**src/rtl/cpu_pkg.sv**
```systemverilog
`default_nettype none

package cpu_pkg;

	typedef logic [15:0] word_t;    // data and instruction word
	typedef logic [2:0]  reg_idx_t; // r0..r7

	// major opcode, bits 15..12
	typedef enum logic [3:0] {
		op_func = 4'd0,  // function code in bits 5..0
		op_lda  = 4'd1,
		op_str  = 4'd2,
		op_sdal = 4'd9,
		op_sdah = 4'd10,
		op_jmp  = 4'd11,
		op_jz   = 4'd12,
		op_jn   = 4'd13,
		op_call = 4'd14
	} major_e;

	// function codes under major 0
	typedef enum logic [5:0] {
		fn_nop  = 6'd0,
		fn_push = 6'd1,
		fn_pop  = 6'd2,
		fn_ldar = 6'd3,
		fn_strr = 6'd4,
		fn_add  = 6'd5,
		fn_sub  = 6'd6,
		fn_out  = 6'd7,
		fn_mov  = 6'd8,
		fn_mult = 6'd9,
		fn_divi = 6'd10,
		fn_xtda = 6'd11,
		fn_ret  = 6'd62,
		fn_stp  = 6'd63
	} func_e;

	typedef enum logic [2:0] {
		alu_add,
		alu_sub,
		alu_pass,
		alu_mult,
		alu_sdal,
		alu_sdah
	} alu_op_e;

	typedef enum logic [2:0] {
		st_halt,
		st_fetch,
		st_exec,
		st_mem,   // data memory read returns
		st_stack, // stack read returns
		st_div    // waiting on divider
	} core_state_e;

endpackage

`default_nettype wire

```
**src/rtl/seq_divider.sv**
```systemverilog
`timescale 1ns/1ps
`default_nettype none

module seq_divider (
	input  logic           clock,
	input  logic           clr_n,
	input  logic           start,
	input  cpu_pkg::word_t dividend,
	input  cpu_pkg::word_t divisor,
	output logic           done,
	output cpu_pkg::word_t quot,
	output cpu_pkg::word_t rem
);
	import cpu_pkg::*;

	logic        busy;
	logic        fire;
	logic [3:0]  cnt;      // quotient bits already produced
	word_t       rem_r;
	word_t       quot_r;   // dividend shifts out as quotient shifts in
	word_t       div_r;
	word_t       cur_rem;
	word_t       cur_quot;
	word_t       cur_div;
	logic [16:0] shifted;
	logic [17:0] diff;

	assign fire = start && !busy;

	// first step runs straight off the inputs in the start cycle
	assign cur_rem  = busy ? rem_r : '0;
	assign cur_quot = busy ? quot_r : dividend;
	assign cur_div  = busy ? div_r : divisor;
	assign shifted  = {cur_rem, cur_quot[15]};
	assign diff     = {1'b0, shifted} - {2'b00, cur_div};

	always_ff @(posedge clock or negedge clr_n) begin
		if (!clr_n) begin
			busy <= 1'b0;
			cnt  <= '0;
			done <= 1'b0;
		end else begin
			done <= 1'b0;
			if (fire) begin
				busy <= 1'b1;
				cnt  <= 4'd1;
			end else if (busy) begin
				cnt <= cnt + 4'd1;
				if (cnt == 4'd15) begin // sixteenth bit this cycle
					busy <= 1'b0;
					done <= 1'b1;
				end
			end
		end
	end

	always_ff @(posedge clock) begin
		if (fire || busy) begin
			if (fire) begin
				div_r <= divisor;
			end
			if (diff[17]) begin // restore
				rem_r  <= shifted[15:0];
				quot_r <= {cur_quot[14:0], 1'b0};
			end else begin
				rem_r  <= diff[15:0];
				quot_r <= {cur_quot[14:0], 1'b1};
			end
		end
	end

	assign quot = quot_r;
	assign rem  = rem_r;

endmodule

`default_nettype wire

```
**config.mk**
```make
export PLATFORM = sky130hd
export DESIGN_NAME = seq_divider
export DESIGN_NICKNAME = d
export VERILOG_FILES = /design/src/rtl/cpu_pkg.sv /design/src/rtl/seq_divider.sv
export SDC_FILE = /design/constraint.sdc
export NUM_CORES = 1
export LEC_CHECK = 0
export ABC_CLOCK_PERIOD_IN_PS = 6680
export BUFFER_PORTS_ARGS = -buffer_cell sky130_fd_sc_hd__buf_4
export CORE_ASPECT_RATIO = 0.5
export CORE_MARGIN = 4
export CORE_UTILIZATION = 59
export DETAILED_ROUTE_END_ITERATION = 7
export PLACE_DENSITY = 0.85
export SYNTH_ARGS = -nofsm -noshare
export SYNTH_HDL_FRONTEND = slang
export SYNTH_SLANG_ARGS = --single-unit
```
**constraint.sdc**
```tcl
create_clock -name clock -period 6.68 [get_ports clock]
set_input_delay 0.668 -clock clock [delete_from_list [all_inputs] [get_ports clock]]
set_output_delay 0.668 -clock clock [all_outputs]
set_load 0.03 [all_outputs]
```
# Word level (Yosys, flattened, before mapping)
# Cells that the tools add are included.
# W data, S select, Z words.
[word_totals] register_bits=54 inputBits=35 out_inout_bits=33 elab_cells=27
[op_classes] add_sub_neg=2 eq_ne=1 mux=13 n_reduce_logical=5
[op_table] operator="$mux W16" count=4
[op_table] operator="$sub A17 B16 Y18" count=1
[op_table] operator="$mux W4" count=2
[op_table] operator="$mux W1" count=7
[op_table] operator="$add A4 B1 Y4 const B" count=1
[op_table] operator="$eq A4 B4 Y1 const B" count=1
[op_table] operator="$reduce_and A2 Y1" count=1
[op_table] operator="$reduce_bool A2 Y1" count=1
[op_table] operator="$logic_and A1 B1 Y1" count=1
[op_table] operator="$logic_not A1 Y1" count=1
[op_table] operator="$logic_or A1 B1 Y1" count=1

# Depth between registers and ports, before layout
# Gate-level depths: netlist (run 1).
[logic_depth] word_depth=4 ltp_mapped=16

# Worst setup path after synthesis (run 1)
# No wires, ideal clock.
[synth_path] path_type="register to register" from="register busy" to="register rem_r[14], in the netlist rem[14] (data pin)" setup_ns=0.260 arrival_time_ns=3.818 required_time_ns=6.420 setup_slack_ns=2.602 stages_incl_launch_ff=16 path_cell_list="dfrtp_1 buf_4 clkbuf_1 clkbuf_1 buf_1 mux2i_1 ha_1 and3b_1 a211o_1 a31o_4 a311oi_4 nor2_2 nor2_2 inv_2 buf_6 mux2_4"
[synth_via] elab_chain_cells=3 word_cells_on_any_way=5
[synth_lines] item="start, declared" line_no="seq_divider.sv:16" source="logic busy;"
[synth_lines] item="start signal, assigned" line_no="seq_divider.sv:39" source="busy <= 1'b0;"
[synth_lines] item="start signal, assigned" line_no="seq_divider.sv:45" source="busy <= 1'b1;"
[synth_lines] item="start signal, assigned" line_no="seq_divider.sv:50" source="busy <= 1'b0;"
[synth_lines] item="$mux W16 (on tied branches)" line_no="seq_divider.sv:32, seq_divider.sv:31, seq_divider.sv:33"
[synth_lines] item="$sub A17 B16 Y18" line_no="seq_divider.sv:35" source="assign diff = {1'b0, shifted} - {2'b00, cur_div};"
[synth_lines] item="$mux W16 (*)" line_no="seq_divider.sv:62" source="if (diff[17]) begin"
[synth_lines] item="end signal, assigned" line_no="seq_divider.sv:63" source="rem_r <= shifted[15:0];"
[synth_lines] item="end signal, assigned" line_no="seq_divider.sv:66" source="rem_r <= diff[15:0];"
[synth_lines] item="end, declared" line_no="seq_divider.sv:19" source="word_t rem_r;"
# Every way passes the cells marked *; elsewhere a longest branch is shown, timed or not.
# A chain may end at the register's enable or synchronous reset.

# Worst setup path after layout (run 1)
# Ends and elaborated chain as after synthesis.

==> results of run 1 <==
[metrics by stage]
stage          setup slack [ns]  hold WS [ns]  cell area [sq um]  utilization [%]
6_report                  3.074        0.1281               3839            75.75
5_1_grt                   2.830        0.1153               3839            75.75
4_1_cts                   3.064        0.1247               3839            75.75
3_5_place_dp              3.088        0.4804               3741            73.83
3_3_place_gp              3.192        0.4775               3741            73.83
2_1_floorplan             2.602        0.3724               3179                -
[cell families after synthesis]
logic type,Yosys count,share of synthesized area [%]
AOI/OAI and AO/OA,54,12.16
xor gates and xnor gates,18,4.959
buffers and inverters,14,2.007
and+or+nand+nor,68,10.98
DFF,54,50.06
adders and majority gates,17,6.926
muxes,38,12.91
[state kept, by name, summed over array words and instances (netlist names)]
signal and flops:
done 1, quot 16, div_r 16, rem 16
busy 1, cnt 4
[cell usage in the layout (no fill, tap or decap), types with 4 or more instances in the layout]
cell	n
and2_1	14
nand2b_1	5
ha_1	16
xor2_1	7
a21o_1	4
mux2_2	20
nor2_1	20
clkbuf_8	5
nor3_1	4
a21oi_1	17
nand2_1	10
dfrtp_1	5
edfxtp_1	48
buf_4	70
mux2i_1	17
o21ai_0	9
xnor2_1	11
[synthesized netlist by cell type, types with 2 or more instances]
library cell  number  share of area (%)
nand3_1            3               0.47
mux2i_1           17                5.4
a21o_1             4               0.94
edfxtp_1          48                 45
xor2_1             7                1.9
dfrtp_1            6                4.7
ha_1              16                6.3
nand2b_1           5               0.98
nor2_1            20                2.4
clkbuf_1           7               0.83
nand2_1           10                1.2
buf_1              2               0.24
inv_1              2               0.24
a31oi_1            2               0.39
and2_1            14                2.8
a22o_1             3               0.83
and3_1             2               0.39
nor2_2             2               0.39
mux2_2            20                7.1
xnor2_1           11                3.0
nor3_1             4               0.63
o311ai_0           2               0.55
o21a_1             2               0.47
o21ai_0            9                1.4
nor2b_1            3               0.59
a21oi_1           17                2.7
a211oi_1           3               0.71
[final cells by class]
cell class	instances	area, sq um	share of cell area, %
well taps	70	87.58	2.282
clock buffers	5	68.82	1.793
clock inverters	3	28.78	0.7497
flip-flops and latches	54	1593	41.49
repair buffers	70	525.5	13.69
multi-input cells	195	1524	39.70
inverters	3	11.26	0.2934
[metal layers]
layer / routed length, um / up-vias / track usage (%) / share of wire, %
met5: 0 / - / 0 / 0
met4: 84 / 0 / 5.719 / 1.3
met3: 493 / 10 / 7.280 / 7.6
met2: 3087 / 71 / 35.01 / 48
met1: 2810 / 1134 / 24.97 / 43
li1: - / 1119 / - / -
[worst min-delay path by stage]
| stage | from | to | cells past startpoint |
|---|---|---|---|
| 2_1_floorplan | clr_n | busy | 0 |
| 3_3_place_gp | clr_n | cnt[2] | 1 |
| 3_5_place_dp | clr_n | cnt[3] | 1 |
| 4_1_cts | clr_n | cnt[0] | 1 |
| 5_1_grt | clr_n | cnt[0] | 1 |
| 6_report | clr_n | cnt[0] | 1 |
==> results.md, run 1 <==
- Outcome: complete, no violations
- Cells resized by post-CTS repair: 0
- Final Non-Filler Cells: 400
- Clock Skew: between 0.01 and 0.015 ns
- Routed WL per cell: around 16 um
- Vert. Die Dim: between 50 and 60 um
- Initial antenna violation count: 0
- Rel. slew slack: between 40% and 50%
- Hold buffers post-CTS: 0
- Final nets: about 380
- Cells after synthesis: between 200 and 300
- Max cap viols: 0
- GP Congestion: roughly 0.86
- R2R depth: 10
- Sequential cell area fraction in the yosys report: between 50 and 60%
- Die Wd: approximately 110 um
- Max frequency: 277.3 MHz
- Worst path bufs/invs: 2
- Slowest stage cell, crit path: dfrtp_2
- Post-synth EDFFs: 48
- Area delta synth->final: 20.74%
- CP max stage delay: ~0.61 ns
- Worst reg2reg endpoint: rem[14]
- Critical Path Stages: 10
- Filler Cells Inserted: 342
- Netlist cell types: 49
- Row count: 18
- Post-DP HPWL: ~4700 um
- Slew Viols, Final: 0
- Die area: about 6700 sq um
- # diodes: 0
- Initial DRC count: 104
- CP cell instances: buf_4, mux2i_1, ha_1, a21oi_1, o21a_1, o21ai_0, a221o_1, nor2_2, inv_2, mux2_4
- Vias in the first global route: between 2,000 and 2,500
- Core Box Area: 5067 sq um
- Fraction of layout cells with a size suffix above 1: between 30% and 40%
- Worst-path clk slew: about 0.11 ns
- Residual DRC: 0
- CP Max Fanout: between 40 and 50
- Setup TNS: 0 ns
- Critical Path RT: between 6 and 7 ns
- Post-synth top flop: edfxtp_1
- Reg-to-reg startpoint: busy
- Tot GR Track Use: 20.40%
- Min cycle time layout: about 3.6 ns
- RSZ-0062 raised after global routing: false
- Hold/Removal Path Class: primary input to asynchronous set/reset pin
- Final hold vios: 0
- Clk Latency, worst-skew pair: approximately 0.32 ns
- Synth Cell Area: approximately 3200 sq um
- Remaining antenna violation count: 0
- Measured slew at the worst slew-check pin: slightly above 0.8 ns
- TritonCTS Buffers: 5
- I/O pin count: 68
- H-tree Lvls: 2
- Crit. Startpoint: busy
- WL final: between 6000 and 7000 um
- Clock sinks: between 50 and 60
- Dpl cells: approximately 390
- GR Overflow Total: 0
- Crit end category: flip-flop
- # setup viols final: 0
- Final worst path period share: a little over half
- Ys Warns: 0
- Clk root buf: clkbuf_8
- FF+latch count, synth: 54
- Routed vias: around 2,300
- Largest net degree at the start of global routing: 50
- # Post-CTS Setup Buffers: 0
- Starting Density: a little over three fifths
- Crit start category: flip-flop
- Ys async rst share: around 11%
- CTS tree: yes
- First-pass GRT wire length: about 11,000 um
- Clock tree buffer depth: 2
- Worst R2R Setup Slack: around 3.1 ns
- Delay-heaviest family, CP: compound AO/OA/AOI/OAI gates
- Synth Net Count: around 320
- CP arrival: 3.69 ns
- WS Path Type: flip-flop to flip-flop
- I/O Buffers: 67
- Drt via density: slightly below 6
- Syn Area/Cell: around 12 sq um
- Initial DRT Pass Iterations: 4
- CP Capture Point: rem[14]
Power of run 1 is left out: the tool's default activity adds up to more than one toggle a clock period on the data nets, which glitch-free logic cannot reach.
==> inputs of run 2 (changes only) <==
--- a/config.mk
+++ b/config.mk
@@ -5,13 +5,13 @@
 export SDC_FILE = /design/constraint.sdc
 export NUM_CORES = 1
 export LEC_CHECK = 0
-export ABC_CLOCK_PERIOD_IN_PS = 6680
+export ABC_CLOCK_PERIOD_IN_PS = 3490
 export BUFFER_PORTS_ARGS = -buffer_cell sky130_fd_sc_hd__buf_4
 export CORE_ASPECT_RATIO = 0.5
 export CORE_MARGIN = 4
-export CORE_UTILIZATION = 59
+export CORE_UTILIZATION = 55
 export DETAILED_ROUTE_END_ITERATION = 7
-export PLACE_DENSITY = 0.85
+export PLACE_DENSITY = 0.8
 export SYNTH_ARGS = -nofsm -noshare
 export SYNTH_HDL_FRONTEND = slang
 export SYNTH_SLANG_ARGS = --single-unit
==> constraint.sdc (replaced) <==
create_clock -name clock -period 3.49 [get_ports clock]
set_input_delay 0.349 -clock clock [delete_from_list [all_inputs] [get_ports clock]]
set_output_delay 0.349 -clock clock [all_outputs]
set_load 0.03 [all_outputs]
==> run 2 against run 1 <==
- clock skew down 0.0089 ns
- first-iteration DRC count down 0.96%
- utilization down 4.4 points
- flip-flop and latch count unchanged
- design area rose by 2.9%
- via count shrank 2.3%
- maximum frequency rose by 8.7%
- register-to-register slack lost 2.9 ns
- global-route usage decreased by 0.55 points
- critical path depth rose by 1
- setup slack got worse by 2.9 ns
- die area up 6.5%
==> results.md, run 2 (synthesis gave the netlist of run 1 again) <==
- Outcome: complete, no violations
- Remaining antenna violation count: 0 (unchanged)
- TritonCTS Buffers: 5 (unchanged)
- Most frequent CP cell: nor2_2
- First-pass GRT wire length: 10,850 um (+0.89%)
- Clk root buf: clkbuf_16
- Final hold vios: 0 (unchanged)
- Slew Viols, Final: 0 (unchanged)
- Setup TNS: 0 ns (unchanged)
- WL final: 6799 um (+5.0%)
- Max frequency: 301.4 MHz (+8.7%)
- Crit start category: flip-flop
- Tot GR Track Use: 19.86% (-0.55 points)
- RSZ-0062 raised after global routing: false
- Row count: 19 (+1)
- Core Box Area: 5539 sq um (+9.3%)
- Vias in the first global route: 2,295 (-0.22%)
- GR Overflow Total: 0 (unchanged)
- Clk Latency, worst-skew pair: 0.30 ns (-0.02 ns)
- Worst path bufs/invs: 2 (unchanged)
- CP arrival: 3.37 ns (-0.32 ns)
- Delay-heaviest family, CP: compound AO/OA/AOI/OAI gates
- CP Max Fanout: 24 (-51%)
- Fraction of layout cells with a size suffix above 1: 33.13% (+1.0 points)
- Min cycle time layout: 3.318 ns (-0.2888 ns)
- I/O pin count: 68 (unchanged)
- Routed WL per cell: 16.66 um (+3.0%)
- Final nets: 386 (+1.3%)
- Final worst path period share: 95.06% (+41 points)
- GP Congestion: 0.9750 (+13%)
- Max cap viols: 0 (unchanged)
- CP cell instances: buf_4, mux2i_1, ha_1, a21o_1, a211o_1, a31o_4, a311oi_4, nor2_2, nor2_2, inv_4, mux2_4
- # diodes: 0 (unchanged)
- Worst-path clk slew: 0.07 ns (-0.04 ns)
- CP max stage delay: 0.47 ns (-0.14 ns)
- Initial DRT Pass Iterations: 4 (unchanged)
- Register area: 1593 sq um (unchanged)
- CTS tree: yes
- WS Path Type: flip-flop to flip-flop
- I/O Buffers: 67 (unchanged)
- Hold/Removal Path Class: primary input to flip-flop
- Clock sinks: 54 (unchanged)
- Vert. Die Dim: 61.76 um (+3.1%)
- Initial antenna violation count: 0 (unchanged)
- Measured slew at the worst slew-check pin: 0.9644 ns (+0.1583 ns)
- Post-DP HPWL: 5097 um (+8.1%)
- H-tree Lvls: 2 (unchanged)
- Critical Path RT: 3.54 ns (-3.22 ns)
- Initial DRC count: 103 (-0.96%)
- Routed vias: 2,281 (-2.3%)
- Most common library cell in the layout ignoring fill and taps: buf_4
- Die area: 7135 sq um (+6.5%)
- # setup viols final: 0 (unchanged)
- Rel. slew slack: 35.63% (-11 points)
- Drt via density: 5.591 (-4.2%)
- Largest net degree at the start of global routing: 25 (-50%)
- Area delta synth->final: 24.24%
- Filler Cells Inserted: 401 (+17%)
- Multi-input gate area: 1544 sq um (+1.3%)
- Slowest stage cell, crit path: dfrtp_2
- Starting Density: 57.40% (-5.3 points)
- Commonest non-fill, non-tap cells in the layout: 74 x buf_4, 48 x edfxtp_1, 20 x mux2_2, 20 x nor2_1, 17 x a21oi_1
- Die Wd: 115.5 um (+3.3%)
- Clock tree buffer depth: 2 (unchanged)
- Crit end category: flip-flop
- Residual DRC: 0 (unchanged)
- Clock Skew: 0.005235 ns (-0.008863 ns)
## run 2: worst paths after layout
check                      slack [ns]  startpoint        to  cells past startpoint
max in group asynchronous        2.96       clr_n      busy                      2
setup reg to reg                 0.17        busy   rem[14]                     11
hold reg to reg                  0.51      cnt[0]    cnt[0]                      1
setup / recovery                 0.17        busy   rem[14]                     11
min in group asynchronous        0.40       clr_n    cnt[2]                      2
hold / removal                   0.23  divisor[6]  div_r[6]                      1
## run 2: layout make-up
cell class	count	share of cell area, %
flip-flops and latches	54	40.32
well taps	73	2.312
multi-input cells	195	39.09
inverters	3	0.3484
clock inverters	2	0.3484
clock buffers	6	3.263
repair buffers	75	14.32
## run 2: worst reg2reg max path: stages, from the launching register on
cell and delay (ns):
dfrtp_2 0.47, buf_4 0.23, mux2i_1 0.27, ha_1 0.30, a21o_1 0.18, a211o_1 0.31
a31o_4 0.28, a311oi_4 0.33, nor2_2 0.09, nor2_2 0.15, inv_4 0.14, mux2_4 0.33
## run 2: repair_timing
action,4_1_cts,5_1_grt
hold endpoints to repair,6,0
setup endpoints to repair,0,3
resized for setup,0,5
buffers inserted,0,0
hold buffers,1,0
## run 2: layer usage
layer	wire [um]	track usage, %
met5	0	0
met3	414	5.029
met2	3213	33.72
met4	114	7.358
met1	3056	25.40
## run 2: stage by stage
step                cell area, sq um  hold slack [ns]  worst slack [ns]  util [%]  std cells
finish                          3950           0.2333            0.1724     71.31        408
detailed placement              3787           0.1611           0.03071     68.38        399
CTS                             3940           0.2335           0.05254     71.13        408
global placement                3787           0.1581            0.3234     68.38        399
floorplan                       3219          0.05341          0.008632         -        263
global route                    3950           0.2280           0.05458     71.31        408
Power of run 2 is left out for the same reason.
==> inputs of run 3 (changes only) <==
--- a/config.mk
+++ b/config.mk
@@ -11,7 +11,7 @@
 export CORE_MARGIN = 4
 export CORE_UTILIZATION = 55
 export DETAILED_ROUTE_END_ITERATION = 7
-export PLACE_DENSITY = 0.8
+export PLACE_DENSITY = 0.82
 export SYNTH_ARGS = -nofsm -noshare
 export SYNTH_HDL_FRONTEND = slang
 export SYNTH_SLANG_ARGS = --single-unit
==> run 3 against run 2 <==
- non-clock buffer count shrank 1
- design area shrank 0.25%
- utilization shrank 0.18 points
- die area is the same
- sequential share of layout area grew 0.10 points
- critical path type unchanged
- critical endpoint unchanged
==> results.md, run 3 (synthesis gave the netlist of run 1 again) <==
- Routed vias: 2,317 (+1.6%)
- Initial antenna violation count: 0 (unchanged)
- Most common library cell in the layout ignoring fill and taps: buf_4
- R2R depth: 10 (-1)
- I/O Buffers: 67 (unchanged)
- Final nets: 385 (-0.26%)
- I/O pin count: 68 (unchanged)
- Most frequent CP cell: nor2_2
- Crit start category: flip-flop
- Fraction of layout cells with a size suffix above 1: 32.93% (-0.20 points)
- Placed inst area: 3780 sq um (-0.20%)
- Crit. Startpoint: busy
- WL final: 6927 um (+1.9%)
- GP Congestion: 0.9176 (-5.9%)
- CP Max Fanout: 24 (unchanged)
- Measured slew at the worst slew-check pin: 0.7343 ns (-0.2301 ns)
- GR Overflow Total: 0 (unchanged)
- Max frequency: 303.0 MHz (+0.51%)
- Slew Viols, Final: 0 (unchanged)
- CTS tree: yes
- Reg-to-reg startpoint: busy
- TritonCTS Buffers: 5 (unchanged)
- Area delta synth->final: 23.93%
- Final worst path period share: 94.58% (-0.48 points)
- Filler Cells Inserted: 397 (-1.0%)
- Clock tree buffer depth: 2 (unchanged)
- Tot GR Track Use: 20.22% (+0.36 points)
- Worst R2R Setup Slack: 0.19 ns (+0.02 ns)
- Clock sinks: 54 (unchanged)
- Crit end category: flip-flop
- Vert. Die Dim: 61.76 um (unchanged)
- Hold/Removal Path Class: primary input to flip-flop
- RSZ-0062 raised after global routing: false
- CP cell instances: mux2i_4, ha_1, and3b_1, a211o_1, a31o_4, a311oi_4, nor2_2, nor2_2, inv_2, mux2_4
- Initial DRT Pass Iterations: 4 (unchanged)
- Vias in the first global route: 2,302 (+0.31%)
- CP max stage delay: 0.50 ns (+0.03 ns)
- Clk Latency, worst-skew pair: 0.30 ns (about the same)
- Slowest stage cell, crit path: dfrtp_2
- Worst reg2reg endpoint: rem[14]
- # Post-CTS Setup Buffers: 0 (unchanged)
- Worst path bufs/invs: 1 (-1)
- Core Box Area: 5539 sq um (unchanged)
- Post-DP HPWL: 5071 um (-0.52%)
- CP arrival: 3.35 ns (-0.02 ns)
- Final hold vios: 0 (unchanged)
- Starting Density: 57.40% (unchanged)
- Largest net degree at the start of global routing: 35 (+40%)
- CP Capture Point: rem[14]
- Die Wd: 115.5 um (unchanged)
- Setup TNS: 0 ns (unchanged)
- Residual DRC: 0 (unchanged)
- Drt via density: 5.693 (+1.8%)
- # diodes: 0 (unchanged)
- Delay-heaviest family, CP: compound AO/OA/AOI/OAI gates
- Min cycle time layout: 3.301 ns (-0.01679 ns)
- Outcome: complete, no violations
- Worst-path clk slew: 0.07 ns (about the same)
- Remaining antenna violation count: 0 (unchanged)
- Hold Startpoint: divisor[7]
- Die area: 7135 sq um (unchanged)
- Clk root buf: clkbuf_16
- Initial DRC count: 123 (+19%)
- H-tree Lvls: 2 (unchanged)
- Critical Path Stages: 10 (-1)
- First-pass GRT wire length: 11,000 um (+1.4%)
- # setup viols final: 0 (unchanged)
- Max cap viols: 0 (unchanged)
- Critical Path RT: 3.54 ns (about the same)
- Commonest non-fill, non-tap cells in the layout: 72 x buf_4, 48 x edfxtp_1, 20 x mux2_2, 20 x nor2_1, 17 x a21oi_1
- WS Path Type: flip-flop to flip-flop
- Clock Skew: 0.005531 ns (+0.0002958 ns)
- Final Cell Area: 3940 sq um (-0.25%)
- Row count: 19 (unchanged)
- Rel. slew slack: 50.94% (+15 points)
- Routed WL per cell: 17.02 um (+2.1%)
[run 3: how the worst min path moves through the flow]
stage / end / slack [ns] / cells past startpoint
2_1_floorplan: busy / 0.05 / 0
3_3_place_gp: done / 0.16 / 1
3_5_place_dp: done / 0.16 / 1
4_1_cts: div_r[5] / 0.22 / 1
5_1_grt: div_r[15] / 0.22 / 1
6_report: div_r[7] / 0.23 / 1
[run 3: layout make-up]
class                           count  area (sq um)  share of cell area (%)
Clock buffer                        5         125.1                   3.176
Clock inverter                      3         21.27                  0.5399
Inverter                            3         11.26                  0.2858
Multi-Input combinational cell    195          1536                   39.00
Sequential cell                    54          1593                   40.43
Tap cell                           73         91.34                   2.318
Timing Repair Buffer               74         561.8                   14.26
[run 3: worst register-to-register path, stage by stage (launching register included)]
cell,delay (ns)
dfrtp_2,0.50
mux2i_4,0.32
ha_1,0.28
and3b_1,0.17
a211o_1,0.38
a31o_4,0.29
a311oi_4,0.33
nor2_2,0.10
nor2_2,0.13
inv_2,0.22
mux2_4,0.35
[run 3: per-layer routing]
metal	GRT usage, %	up-vias	routed length [um]
met5	0	-	0
met4	5.518	0	76
met3	6.190	7	505
met2	35.94	76	3301
met1	24.69	1105	3044
li1	-	1129	-
[run 3: stage by stage]
step / util (%) / setup WS (ns) / hold slack (ns) / std cells
final: 71.13 / 0.1892 / 0.2309 / 407
after global routing: 71.13 / 0.02199 / 0.2197 / 407
after CTS: 71.06 / 0.1192 / 0.2249 / 407
after detailed placement: 68.24 / 0.1267 / 0.1587 / 398
after global placement: 68.24 / 0.2833 / 0.1591 / 398
after floorplan: - / 0.008632 / 0.05341 / 263
[run 3: repair_timing]
item / 4_1_cts / 5_1_grt
hold buffers: 1 / 0
endpoints found under the hold margin: 6 / 0
resized for setup: 0 / 2
setup endpoints to repair: 0 / 5
Power of run 3 is left out for the same reason.
